<file path="config.mk">
export PLATFORM = sky130hd
export DESIGN_NAME = centipede_io_top
export DESIGN_NICKNAME = d
export VERILOG_FILES = /design/src/design/centipede_pkg.sv /design/src/design/centipede_io_top.sv /design/src/design/coin_led_latch.sv /design/src/design/color_palette.sv /design/src/design/io_addr_decode.sv /design/src/design/io_read_mux.sv /design/src/design/trakball_axis.sv
export SDC_FILE = /design/constraint.sdc
export NUM_CORES = 1
export LEC_CHECK = 0
export BUFFER_PORTS_ARGS = -buffer_cell sky130_fd_sc_hd__clkbuf_2
export CAP_MARGIN = 20
export CORE_MARGIN = 2
export CORE_UTILIZATION = 40
export DETAILED_ROUTE_END_ITERATION = 8
export PLACE_DENSITY_LB_ADDON = 0.25
export SLEW_MARGIN = 20
export SYNTH_ARGS = -nofsm -noshare
export SYNTH_HDL_FRONTEND = slang
export SYNTH_SLANG_ARGS = --single-unit
</file>
<file path="constraint.sdc">
create_clock -name s_6mhz -period 3.3 [get_ports s_6mhz]
set_input_delay 0.66 -clock s_6mhz [delete_from_list [all_inputs] [get_ports s_6mhz]]
set_output_delay 0.66 -clock s_6mhz [all_outputs]
set_load 0.1 [all_outputs]
</file>
<file path="src/design/centipede_pkg.sv">
// bus widths, region codes, bus and i/o struct types, palette function
`default_nettype none

package centipede_pkg;

   // cpu bus
   localparam int ADDR_W     = 14;
   localparam int DATA_W     = 8;

   // region field sits in address bits 13..10
   localparam int REGION_LSB = 10;
   localparam int REGION_W   = 4;

   // region codes kept from the original decoder
   localparam logic [REGION_W-1:0] REG_SWITCH   = 4'd2;
   localparam logic [REGION_W-1:0] REG_INPUT    = 4'd3;
   localparam logic [REGION_W-1:0] REG_COLOR    = 4'd5;
   localparam logic [REGION_W-1:0] REG_OUTLATCH = 4'd7;
   localparam logic [REGION_W-1:0] REG_STEERCLR = 4'd9;

   // address bit 9 high in the colour region is the dropped ea-rom half
   localparam int EA_BIT     = 9;

   // trakball counters
   localparam int TB_CNT_W   = 4;

   // colour ram and video output
   localparam int COLOR_W     = 4;
   localparam int COLOR_DEPTH = 16;
   localparam int COLOR_AW    = $clog2(COLOR_DEPTH);
   localparam int RGB_W       = 9;
   localparam int CH_W        = 3;

   // video index bases, motion objects at 12..15, playfield at 4..7
   localparam logic [COLOR_AW-1:0] OBJ_BASE = 4'd12;
   localparam logic [COLOR_AW-1:0] PF_BASE  = 4'd4;

   // channel levels for a set rgbi bit
   localparam logic [CH_W-1:0] SHADE_DIM = 3'b011;
   localparam logic [CH_W-1:0] SHADE_OFF = 3'b000;

   // cpu request, one-cycle strobes
   typedef struct packed {
      logic [ADDR_W-1:0] addr;
      logic [DATA_W-1:0] wdata;
      logic              rd;
      logic              wr;
   } bus_req_t;

   // decoded region selects plus bank bits a1 a0
   typedef struct packed {
      logic       switch_rd;
      logic       input_rd;
      logic       color_sel;
      logic       outlatch_wr;
      logic       steer_clr;
      logic [1:0] bank;
   } io_sel_t;

   // one player's trakball channel
   typedef struct packed {
      logic dir;
      logic ck;
   } tb_axis_t;

   // same bit order as the playerinput pins, coin_r at bit 9
   typedef struct packed {
      logic coin_r;
      logic coin_c;
      logic coin_l;
      logic self_test;
      logic cocktail;
      logic slam;
      logic start1;
      logic start2;
      logic fire2;
      logic fire1;
   } player_in_t;

   // addressable output latch, flip at bit 7
   typedef struct packed {
      logic       flip;
      logic [4:1] led;
      logic       coin_r_drv;
      logic       coin_c_drv;
      logic       coin_l_drv;
   } out_latch_t;

   // rgbi to 3-3-3 rgb, bit 2 red, bit 1 green, bit 0 blue
   // bit 3 picks between dim and off for the set channels
   function automatic logic [RGB_W-1:0] rgbi_to_rgb(input logic [COLOR_W-1:0] rgbi);
      logic [CH_W-1:0]  shade;
      logic [RGB_W-1:0] rgb;
      shade = rgbi[3] ? SHADE_OFF : SHADE_DIM;
      rgb   = '1;
      for (int ch = 0; ch < 3; ch++)
      begin
         // clear bit leaves the channel at full level
         if (rgbi[ch])
            rgb[ch*CH_W +: CH_W] = shade;
      end
      return rgb;
   endfunction

endpackage

`default_nettype wire

</file>
<file path="src/design/centipede_io_top.sv">
// top level of the i/o block: decoder, output latch, trakball axes, read mux, palette
`timescale 1ns/1ps
`default_nettype none

module centipede_io_top
   import centipede_pkg::*;
(
   input  logic               s_6mhz,
   input  logic               reset,
   input  bus_req_t           req_i,
   input  player_in_t         playerinput_i,
   input  logic [7:0]         trakball_i,
   input  logic [7:0]         joystick_i,
   input  logic [7:0]         sw1_i,
   input  logic [7:0]         sw2_i,
   input  logic               vblank_i,
   input  logic [1:0]         obj_i,
   input  logic [1:0]         area_i,
   output logic [DATA_W-1:0]  rdata_o,
   output logic [4:1]         led_o,
   output logic               flip_o,
   output logic [2:0]         coin_ctr_o,
   output logic [RGB_W-1:0]   rgb_o
);

   io_sel_t             sel;
   out_latch_t          latch;
   tb_axis_t            h_p1;
   tb_axis_t            h_p2;
   tb_axis_t            v_p1;
   tb_axis_t            v_p2;
   logic [TB_CNT_W-1:0] h_count;
   logic [TB_CNT_W-1:0] v_count;
   logic                h_dir;
   logic                v_dir;
   logic                color_we;
   logic [COLOR_W-1:0]  color_rd;

   // trakball pins: 7/6 horiz dir p1/p2, 5/4 horiz ck, 3/2 vert dir, 1/0 vert ck
   assign h_p1 = '{dir: trakball_i[7], ck: trakball_i[5]};
   assign h_p2 = '{dir: trakball_i[6], ck: trakball_i[4]};
   assign v_p1 = '{dir: trakball_i[3], ck: trakball_i[1]};
   assign v_p2 = '{dir: trakball_i[2], ck: trakball_i[0]};

   io_addr_decode u_decode (
      .req_i (req_i),
      .sel_o (sel)
   );

   coin_led_latch u_latch (
      .s_6mhz     (s_6mhz),
      .reset      (reset),
      .sel_i      (sel),
      .bit_addr_i (req_i.addr[2:0]),
      .wdata7_i   (req_i.wdata[7]),
      .latch_o    (latch)
   );

   // horizontal axis
   trakball_axis u_tb_h (
      .s_6mhz      (s_6mhz),
      .reset       (reset),
      .p1_i        (h_p1),
      .p2_i        (h_p2),
      .flip_i      (latch.flip),
      .steer_clr_i (sel.steer_clr),
      .count_o     (h_count),
      .dir_o       (h_dir)
   );

   // vertical axis
   trakball_axis u_tb_v (
      .s_6mhz      (s_6mhz),
      .reset       (reset),
      .p1_i        (v_p1),
      .p2_i        (v_p2),
      .flip_i      (latch.flip),
      .steer_clr_i (sel.steer_clr),
      .count_o     (v_count),
      .dir_o       (v_dir)
   );

   io_read_mux u_rd_mux (
      .s_6mhz     (s_6mhz),
      .reset      (reset),
      .rd_i       (req_i.rd),
      .sel_i      (sel),
      .player_i   (playerinput_i),
      .joystick_i (joystick_i),
      .sw1_i      (sw1_i),
      .sw2_i      (sw2_i),
      .vblank_i   (vblank_i),
      .latch_i    (latch),
      .h_count_i  (h_count),
      .v_count_i  (v_count),
      .h_dir_i    (h_dir),
      .v_dir_i    (v_dir),
      .color_rd_i (color_rd),
      .rdata_o    (rdata_o)
   );

   // colour write strobe
   assign color_we = sel.color_sel & req_i.wr;

   color_palette u_palette (
      .s_6mhz      (s_6mhz),
      .reset       (reset),
      .color_we_i  (color_we),
      .addr_i      (req_i.addr[COLOR_AW-1:0]),
      .wdata_i     (req_i.wdata[COLOR_W-1:0]),
      .obj_i       (obj_i),
      .area_i      (area_i),
      .cpu_rdata_o (color_rd),
      .rgb_o       (rgb_o)
   );

   assign led_o      = latch.led;
   assign flip_o     = latch.flip;
   assign coin_ctr_o = {latch.coin_r_drv, latch.coin_c_drv, latch.coin_l_drv};

endmodule

`default_nettype wire

</file>
<file path="src/design/coin_led_latch.sv">
// addressable coin counter, led and flip output latch
`timescale 1ns/1ps
`default_nettype none

module coin_led_latch
   import centipede_pkg::*;
(
   input  logic       s_6mhz,
   input  logic       reset,
   input  io_sel_t    sel_i,
   input  logic [2:0] bit_addr_i,
   input  logic       wdata7_i,
   output out_latch_t latch_o
);

   logic [7:0] latch_q;

   // one bit per write, index from a2..a0, value from d7
   always_ff @(posedge s_6mhz or posedge reset)
   begin
      if (reset)
      begin
         latch_q <= '0;
      end
      else if (sel_i.outlatch_wr)
      begin
         latch_q[bit_addr_i] <= wdata7_i;
      end
   end

   // bit 7 flip, 6..3 leds, 2..0 coin counters r c l
   assign latch_o = out_latch_t'(latch_q);

endmodule

`default_nettype wire

</file>
<file path="src/design/color_palette.sv">
// colour ram with cpu and video ports, video index select, rgbi register, rgb expansion
`timescale 1ns/1ps
`default_nettype none

module color_palette
   import centipede_pkg::*;
(
   input  logic                s_6mhz,
   input  logic                reset,
   input  logic                color_we_i,
   input  logic [COLOR_AW-1:0] addr_i,
   input  logic [COLOR_W-1:0]  wdata_i,
   input  logic [1:0]          obj_i,
   input  logic [1:0]          area_i,
   output logic [COLOR_W-1:0]  cpu_rdata_o,
   output logic [RGB_W-1:0]    rgb_o
);

   logic [COLOR_W-1:0]  color_ram [COLOR_DEPTH];
   logic [COLOR_AW-1:0] vid_idx;
   logic [COLOR_W-1:0]  rgbi_q;

   // cpu write port
   always_ff @(posedge s_6mhz)
   begin
      if (color_we_i)
         color_ram[addr_i] <= wdata_i;
   end

   // cpu read-back, registered later in the read mux
   assign cpu_rdata_o = color_ram[addr_i];

   // motion object colours take priority over playfield
   always_comb
   begin
      if (obj_i != 2'b00)
         vid_idx = OBJ_BASE + COLOR_AW'(obj_i);
      else
         vid_idx = PF_BASE + COLOR_AW'(area_i);
   end

   // video read sees the ram before any write on the same edge
   always_ff @(posedge s_6mhz or posedge reset)
   begin
      if (reset)
         rgbi_q <= '0;
      else
         rgbi_q <= color_ram[vid_idx];
   end

   // rgbi of zero gives white, so reset shows all ones
   assign rgb_o = rgbi_to_rgb(rgbi_q);

endmodule

`default_nettype wire

</file>
<file path="src/design/io_addr_decode.sv">
// region decoder for the cpu i/o space, read and write select generation
`timescale 1ns/1ps
`default_nettype none

module io_addr_decode
   import centipede_pkg::*;
(
   input  bus_req_t req_i,
   output io_sel_t  sel_o
);

   logic [REGION_W-1:0] region;
   logic                hit_switch;
   logic                hit_input;
   logic                hit_color;
   logic                hit_outlatch;
   logic                hit_steerclr;

   // region field, a13..a10
   assign region = req_i.addr[REGION_LSB +: REGION_W];

   // raw region hits
   assign hit_switch   = (region == REG_SWITCH);
   assign hit_input    = (region == REG_INPUT);
   assign hit_outlatch = (region == REG_OUTLATCH);
   assign hit_steerclr = (region == REG_STEERCLR);

   // colour ram is the lower half, a9 high was the ea-rom
   assign hit_color    = (region == REG_COLOR) && !req_i.addr[EA_BIT];

   // read selects
   assign sel_o.switch_rd   = hit_switch & req_i.rd;
   assign sel_o.input_rd    = hit_input & req_i.rd;

   // colour select serves both directions, so it stays unqualified
   assign sel_o.color_sel   = hit_color;

   // write selects
   assign sel_o.outlatch_wr = hit_outlatch & req_i.wr;
   assign sel_o.steer_clr   = hit_steerclr & req_i.wr;

   // bank bits pick the word inside the input and switch regions
   assign sel_o.bank        = req_i.addr[1:0];

endmodule

`default_nettype wire

</file>
<file path="src/design/io_read_mux.sv">
// input word assembly and registered cpu read data
`timescale 1ns/1ps
`default_nettype none

module io_read_mux
   import centipede_pkg::*;
(
   input  logic                s_6mhz,
   input  logic                reset,
   input  logic                rd_i,
   input  io_sel_t             sel_i,
   input  player_in_t          player_i,
   input  logic [7:0]          joystick_i,
   input  logic [7:0]          sw1_i,
   input  logic [7:0]          sw2_i,
   input  logic                vblank_i,
   input  out_latch_t          latch_i,
   input  logic [TB_CNT_W-1:0] h_count_i,
   input  logic [TB_CNT_W-1:0] v_count_i,
   input  logic                h_dir_i,
   input  logic                v_dir_i,
   input  logic [COLOR_W-1:0]  color_rd_i,
   output logic [DATA_W-1:0]   rdata_o
);

   logic              coin_r;
   logic              coin_c;
   logic              coin_l;
   logic [DATA_W-1:0] in0_word;
   logic [DATA_W-1:0] in1_word;
   logic [DATA_W-1:0] tb_h_word;
   logic [DATA_W-1:0] tb_v_word;
   logic [DATA_W-1:0] rd_word;

   // a driven coin counter reads back as an active coin
   assign coin_r = player_i.coin_r | latch_i.coin_r_drv;
   assign coin_c = player_i.coin_c | latch_i.coin_c_drv;
   assign coin_l = player_i.coin_l | latch_i.coin_l_drv;

   // a1=0 a0=1, coins and buttons
   assign in0_word  = {coin_r, coin_c, coin_l, player_i.slam,
                       player_i.fire2, player_i.fire1, player_i.start1, player_i.start2};

   // a1=0 a0=0, horizontal trakball with vblank and cabinet bits
   assign tb_h_word = {h_dir_i, vblank_i, player_i.self_test, player_i.cocktail, h_count_i};

   // a1=1 a0=1, both joysticks
   assign in1_word  = joystick_i;

   // a1=1 a0=0, vertical trakball, gap bits read low
   assign tb_v_word = {v_dir_i, {(DATA_W-TB_CNT_W-1){1'b0}}, v_count_i};

   // word select, unmapped regions fall through to zero
   always_comb
   begin
      rd_word = '0;
      if (sel_i.input_rd)
      begin
         case (sel_i.bank)
            2'b00:   rd_word = tb_h_word;
            2'b01:   rd_word = in0_word;
            2'b10:   rd_word = tb_v_word;
            default: rd_word = in1_word;
         endcase
      end
      else if (sel_i.switch_rd)
         rd_word = sel_i.bank[0] ? sw2_i : sw1_i;
      else if (sel_i.color_sel)
         rd_word = {{(DATA_W-COLOR_W){1'b0}}, color_rd_i};
   end

   // read data holds until the next read strobe
   always_ff @(posedge s_6mhz or posedge reset)
   begin
      if (reset)
         rdata_o <= '0;
      else if (rd_i)
         rdata_o <= rd_word;
   end

endmodule

`default_nettype wire

</file>
<file path="src/design/trakball_axis.sv">
// one trakball axis: player select, ck synchroniser, direction latch, up/down counter
`timescale 1ns/1ps
`default_nettype none

module trakball_axis
   import centipede_pkg::*;
(
   input  logic                s_6mhz,
   input  logic                reset,
   input  tb_axis_t            p1_i,
   input  tb_axis_t            p2_i,
   input  logic                flip_i,
   input  logic                steer_clr_i,
   output logic [TB_CNT_W-1:0] count_o,
   output logic                dir_o
);

   tb_axis_t            chan;
   tb_axis_t            sync1_q;
   tb_axis_t            sync2_q;
   logic                ck_prev_q;
   logic                step;
   logic                dir_q;
   logic [TB_CNT_W-1:0] count_q;

   // flip high reads player 1, low reads player 2 (cocktail)
   assign chan = flip_i ? p1_i : p2_i;

   // dir rides along with ck so both stay aligned through the flops
   always_ff @(posedge s_6mhz or posedge reset)
   begin
      if (reset)
      begin
         sync1_q   <= '0;
         sync2_q   <= '0;
         ck_prev_q <= 1'b0;
      end
      else
      begin
         sync1_q   <= chan;
         sync2_q   <= sync1_q;
         ck_prev_q <= sync2_q.ck;
      end
   end

   // rising edge of the synchronised ck
   assign step = sync2_q.ck & ~ck_prev_q;

   // direction latched on each step
   always_ff @(posedge s_6mhz or posedge reset)
   begin
      if (reset)
         dir_q <= 1'b0;
      else if (step)
         dir_q <= sync2_q.dir;
   end

   // steer clear wins over a step, count wraps mod 16
   always_ff @(posedge s_6mhz or posedge reset)
   begin
      if (reset)
         count_q <= '0;
      else if (steer_clr_i)
         count_q <= '0;
      else if (step)
         count_q <= sync2_q.dir ? count_q + TB_CNT_W'(1) : count_q - TB_CNT_W'(1);
   end

   assign count_o = count_q;
   assign dir_o   = dir_q;

endmodule

`default_nettype wire

</file>
==> results.toml <==
[detailed_routing]
drcViolationCount = 0
routed_wl_um = 10770
ant_nets = 0
vias_per_cell = 5.492
vias = 3092
post_drt_wl_per_cell_um = 19.13
drtIter0Drc = 207
firstDrtPassIters = 4

[global_routing]
antenna_found_initial = 0
grt_pass1_vias = 3206
grt_use_total = 0.1766
grt_max_degree = 41
grt_overflow = 0
grt_first_pass_wirelength_um = 17130

[floorplanning]
rows = 40
die_height_um = 114.0
ios = 98
die-area_sq_um = 12990
coreArea_sq_um = 11910
start_util = 0.4063
fp.dieW_um = 114.0

[clock_tree]
clk_latency_ns = 0.35
cts_buffers = 9
cts.repair.resized = 0
cts_buffer_depth = 2
cts_hold_repair.buffers = 0
h-tree-depth = 3
tritoncts = "done"
clock-sinks = 104
post_cts_buffers = 0
path_clk_slew_ns = 0.07
cts.root.buffer_cell = "clkbuf_16"

[finish]
utilization = 0.4788
layout.nets = 490
syn_to_final_growth_pct = 17.84
layout-drive-gt1-share = 0.3702
antenna_cells = 0
fin_cells = 563

[critical_path]
cp.arrival_ns = 2.48
cp_slowest_cell = "mux4_1"
cp_max_fo = 22
crit_path_max_incr_delay_ns = 0.65
worst_setup_path_start_kind = "input pin"
crit_required_ns = 3.54
path_delay_family = "multiplexers"
crit_buf_inv = 1
worstPathCellList = "clkbuf_2, mux4_1, mux2i_1, nor3b_1, a311oi_1, a21oi_1"
worstSetupPathType = "in -> reg"
end_kind = "flip-flop"

[status]
status = "complete, no violations"

[logic_synthesis]
yosysWarnings = 0
synth_edf_count = 64
synth.area.top_cells = "edfxtp_1 (40%), dfrtp_1 (21%), mux4_2 (11%)"
synthFlopType = "edfxtp_1"
postSynthCellCount = 323
synth_cell_types = 38
synth-seq-cells = 104
syn_nets = 402
ys_seq_area_frac = 0.6039
synth.largest_area_cell = "edfxtp_1"
synth_top_area_share = 0.3971
syn_area_sq_um = 4840
synthArstFlopShare = 0.3846
syn_area_per_cell_sq_um = 14.98

[timing]
finalHoldWorstSlack_ns = 0.3473
slew_viol_final = 0
final.min_clock_period_ns = 2.242
setup_tns_ns = 0
rsz0062_at_grt = "no"
fmax_mhz = 445.9
hold_violations = 0
timing.slew.headroom = 0.3765
finalSetupViolCount = 0
clock_skew_ns = 0.007172
setup_ws_ns = 1.058
max_slew.worst_pin.slew_ns = 0.9267
fin_crit_sh = 0.6795

[placed_design]
place.gp.congestion = 0.8123
pre_cts_ws_ns = 0.7107
portBuffers = 89
dp.cells = 547
hpwl_um = 7873

[power]
p_seq_frac = 0.477
swShare = 0.3021
p_per_area_nw_per_um2 = 566.8
p_int_mw = 2.256
vdd_ir_drop_max_v = 0.0002056
leakage_nw = 2.267
power_frac_comb = 0.202
switching_power_mw = 0.9765
p_clk_frac = 0.321

[job]
cap_violations = 0

[hold_path]
hold_class = "reg -> reg"
[cell usage in the layout (no fill, tap or decap), types with 2 or more instances in the layout]
cell,instances
clkbuf_2,89
edfxtp_1,64
nor2_1,43
dfrtp_1,40
mux4_2,24
mux2_2,16
mux2i_1,12
nand3_1,11
nand2_1,10
inv_1,10
clkbuf_16,9
buf_4,7
a21oi_1,6
o221ai_1,6
xnor2_1,6
nand3b_1,5
nor2b_1,5
a211oi_1,5
mux4_1,4
a31oi_1,4
nand2b_1,4
ha_1,4
nor4_1,3
nand4_1,2
o211ai_1,2
o22ai_1,2
a22oi_1,2
a21o_1,2
a211o_1,2
or3b_2,2
fa_1,2
clkinv_4,2
inv_6,2
[metal layers]
layer,part of all wire,track usage,vias to the layer above
met1,0.45,0.2356,1563
li1,-,-,1416
met4,0.024,0.08049,0
met5,0,0,-
met2,0.48,0.2829,97
met3,0.048,0.03294,16
[worst paths after layout]
kind,startpoint,to,slack (ns),cells after the start
worst max-delay path,req_i[10],u_rd_mux.rdata_o[0]$_DFFE_PP0P_,1.06,6
worst min-delay path,u_tb_v.sync1_q[0]$_DFF_PP0_,u_tb_v.sync2_q[0]$_DFF_PP0_,0.35,0
worst max register to register,u_palette.color_ram[3][0]$_DFFE_PP_,u_rd_mux.rdata_o[0]$_DFFE_PP0P_,1.63,5
worst min register to register,u_tb_v.sync1_q[0]$_DFF_PP0_,u_tb_v.sync2_q[0]$_DFF_PP0_,0.35,0
max in group asynchronous,reset,u_tb_h.count_o[2]$_DFFE_PP0P_,2.52,3
min in group asynchronous,reset,u_tb_v.ck_prev_q$_DFF_PP0_,0.42,3
[through the flow]
| stage | power (mW) | instance area, sq um |
|---|---|---|
| floorplan | 2.058 | 4840 |
| global placement | 2.201 | 5411 |
| detailed placement | 2.224 | 5411 |
| CTS | 3.265 | 5703 |
| global route | 3.393 | 5703 |
| finish | 3.233 | 5703 |
[power groups by stage]
stage / clock, mW / combinational [mW] / sequential (mW)
finish: 1.04 / 0.652 / 1.54
global route: 1.11 / 0.724 / 1.56
CTS: 1.06 / 0.657 / 1.54
detailed placement: 0 / 0.653 / 1.57
global placement: 0 / 0.633 / 1.57
floorplan: 0 / 0.404 / 1.65
[final cells by class]
type | count | area, sq um
fillers | 1026 | 6208
multi-input cells | 190 | 1769
clock buffers | 10 | 229.0
inverters | 10 | 37.54
repair buffers | 96 | 498.0
flip-flops and latches | 104 | 2923
well taps | 147 | 183.9
clock inverters | 6 | 62.56
[Yosys cell counts (2+ instances only)]
library cell and n:
edfxtp_1 64, nor2_1 43, dfrtp_1 40, mux4_2 24, mux2_2 16, mux2i_1 12
nand3_1 11, inv_1 10, nand2_1 10, clkbuf_1 8, a21oi_1 6, o221ai_1 6
xnor2_1 6, a211oi_1 5, buf_4 5, nand3b_1 5, nor2b_1 5, a31oi_1 4
buf_2 4, ha_1 4, mux4_1 4, nand2b_1 4, nor4_1 3, a211o_1 2
a21o_1 2, a22oi_1 2, buf_6 2, fa_1 2, nand4_1 2, o211ai_1 2
o22ai_1 2, or3b_2 2
[registers in the layout, summed over array words and instances, names as in the netlist, 2 cells and up]
name,cells
u_latch.latch_o,8
u_palette.color_ram,64
u_palette.rgbi_q,4
u_rd_mux.rdata_o,8
u_tb_h.count_o,4
u_tb_h.sync1_q,2
u_tb_h.sync2_q,2
u_tb_v.count_o,4
u_tb_v.sync1_q,2
u_tb_v.sync2_q,2
[kinds of logic after synthesis]
| logic type | Yosys count | share of synthesized area |
|---|---|---|
| AO/OA/AOI/OAI | 33 | 0.04912 |
| multiplexers | 56 | 0.1955 |
| AND/OR/NAND/NOR | 89 | 0.09152 |
| flip-flops | 104 | 0.6039 |
| adder cells (fa/ha/maj) | 6 | 0.01862 |
| XOR/XNOR | 6 | 0.01086 |
| buffers and inverters | 29 | 0.03051 |
[worst reg2reg max path, stage by stage (launching register included)]
cell and delay, ns:
edfxtp_1 0.35, mux4_1 0.52, mux2i_1 0.28, nor3b_1 0.09
a311oi_1 0.22, a21oi_1 0.10
(Power assumes the default switching activity.)
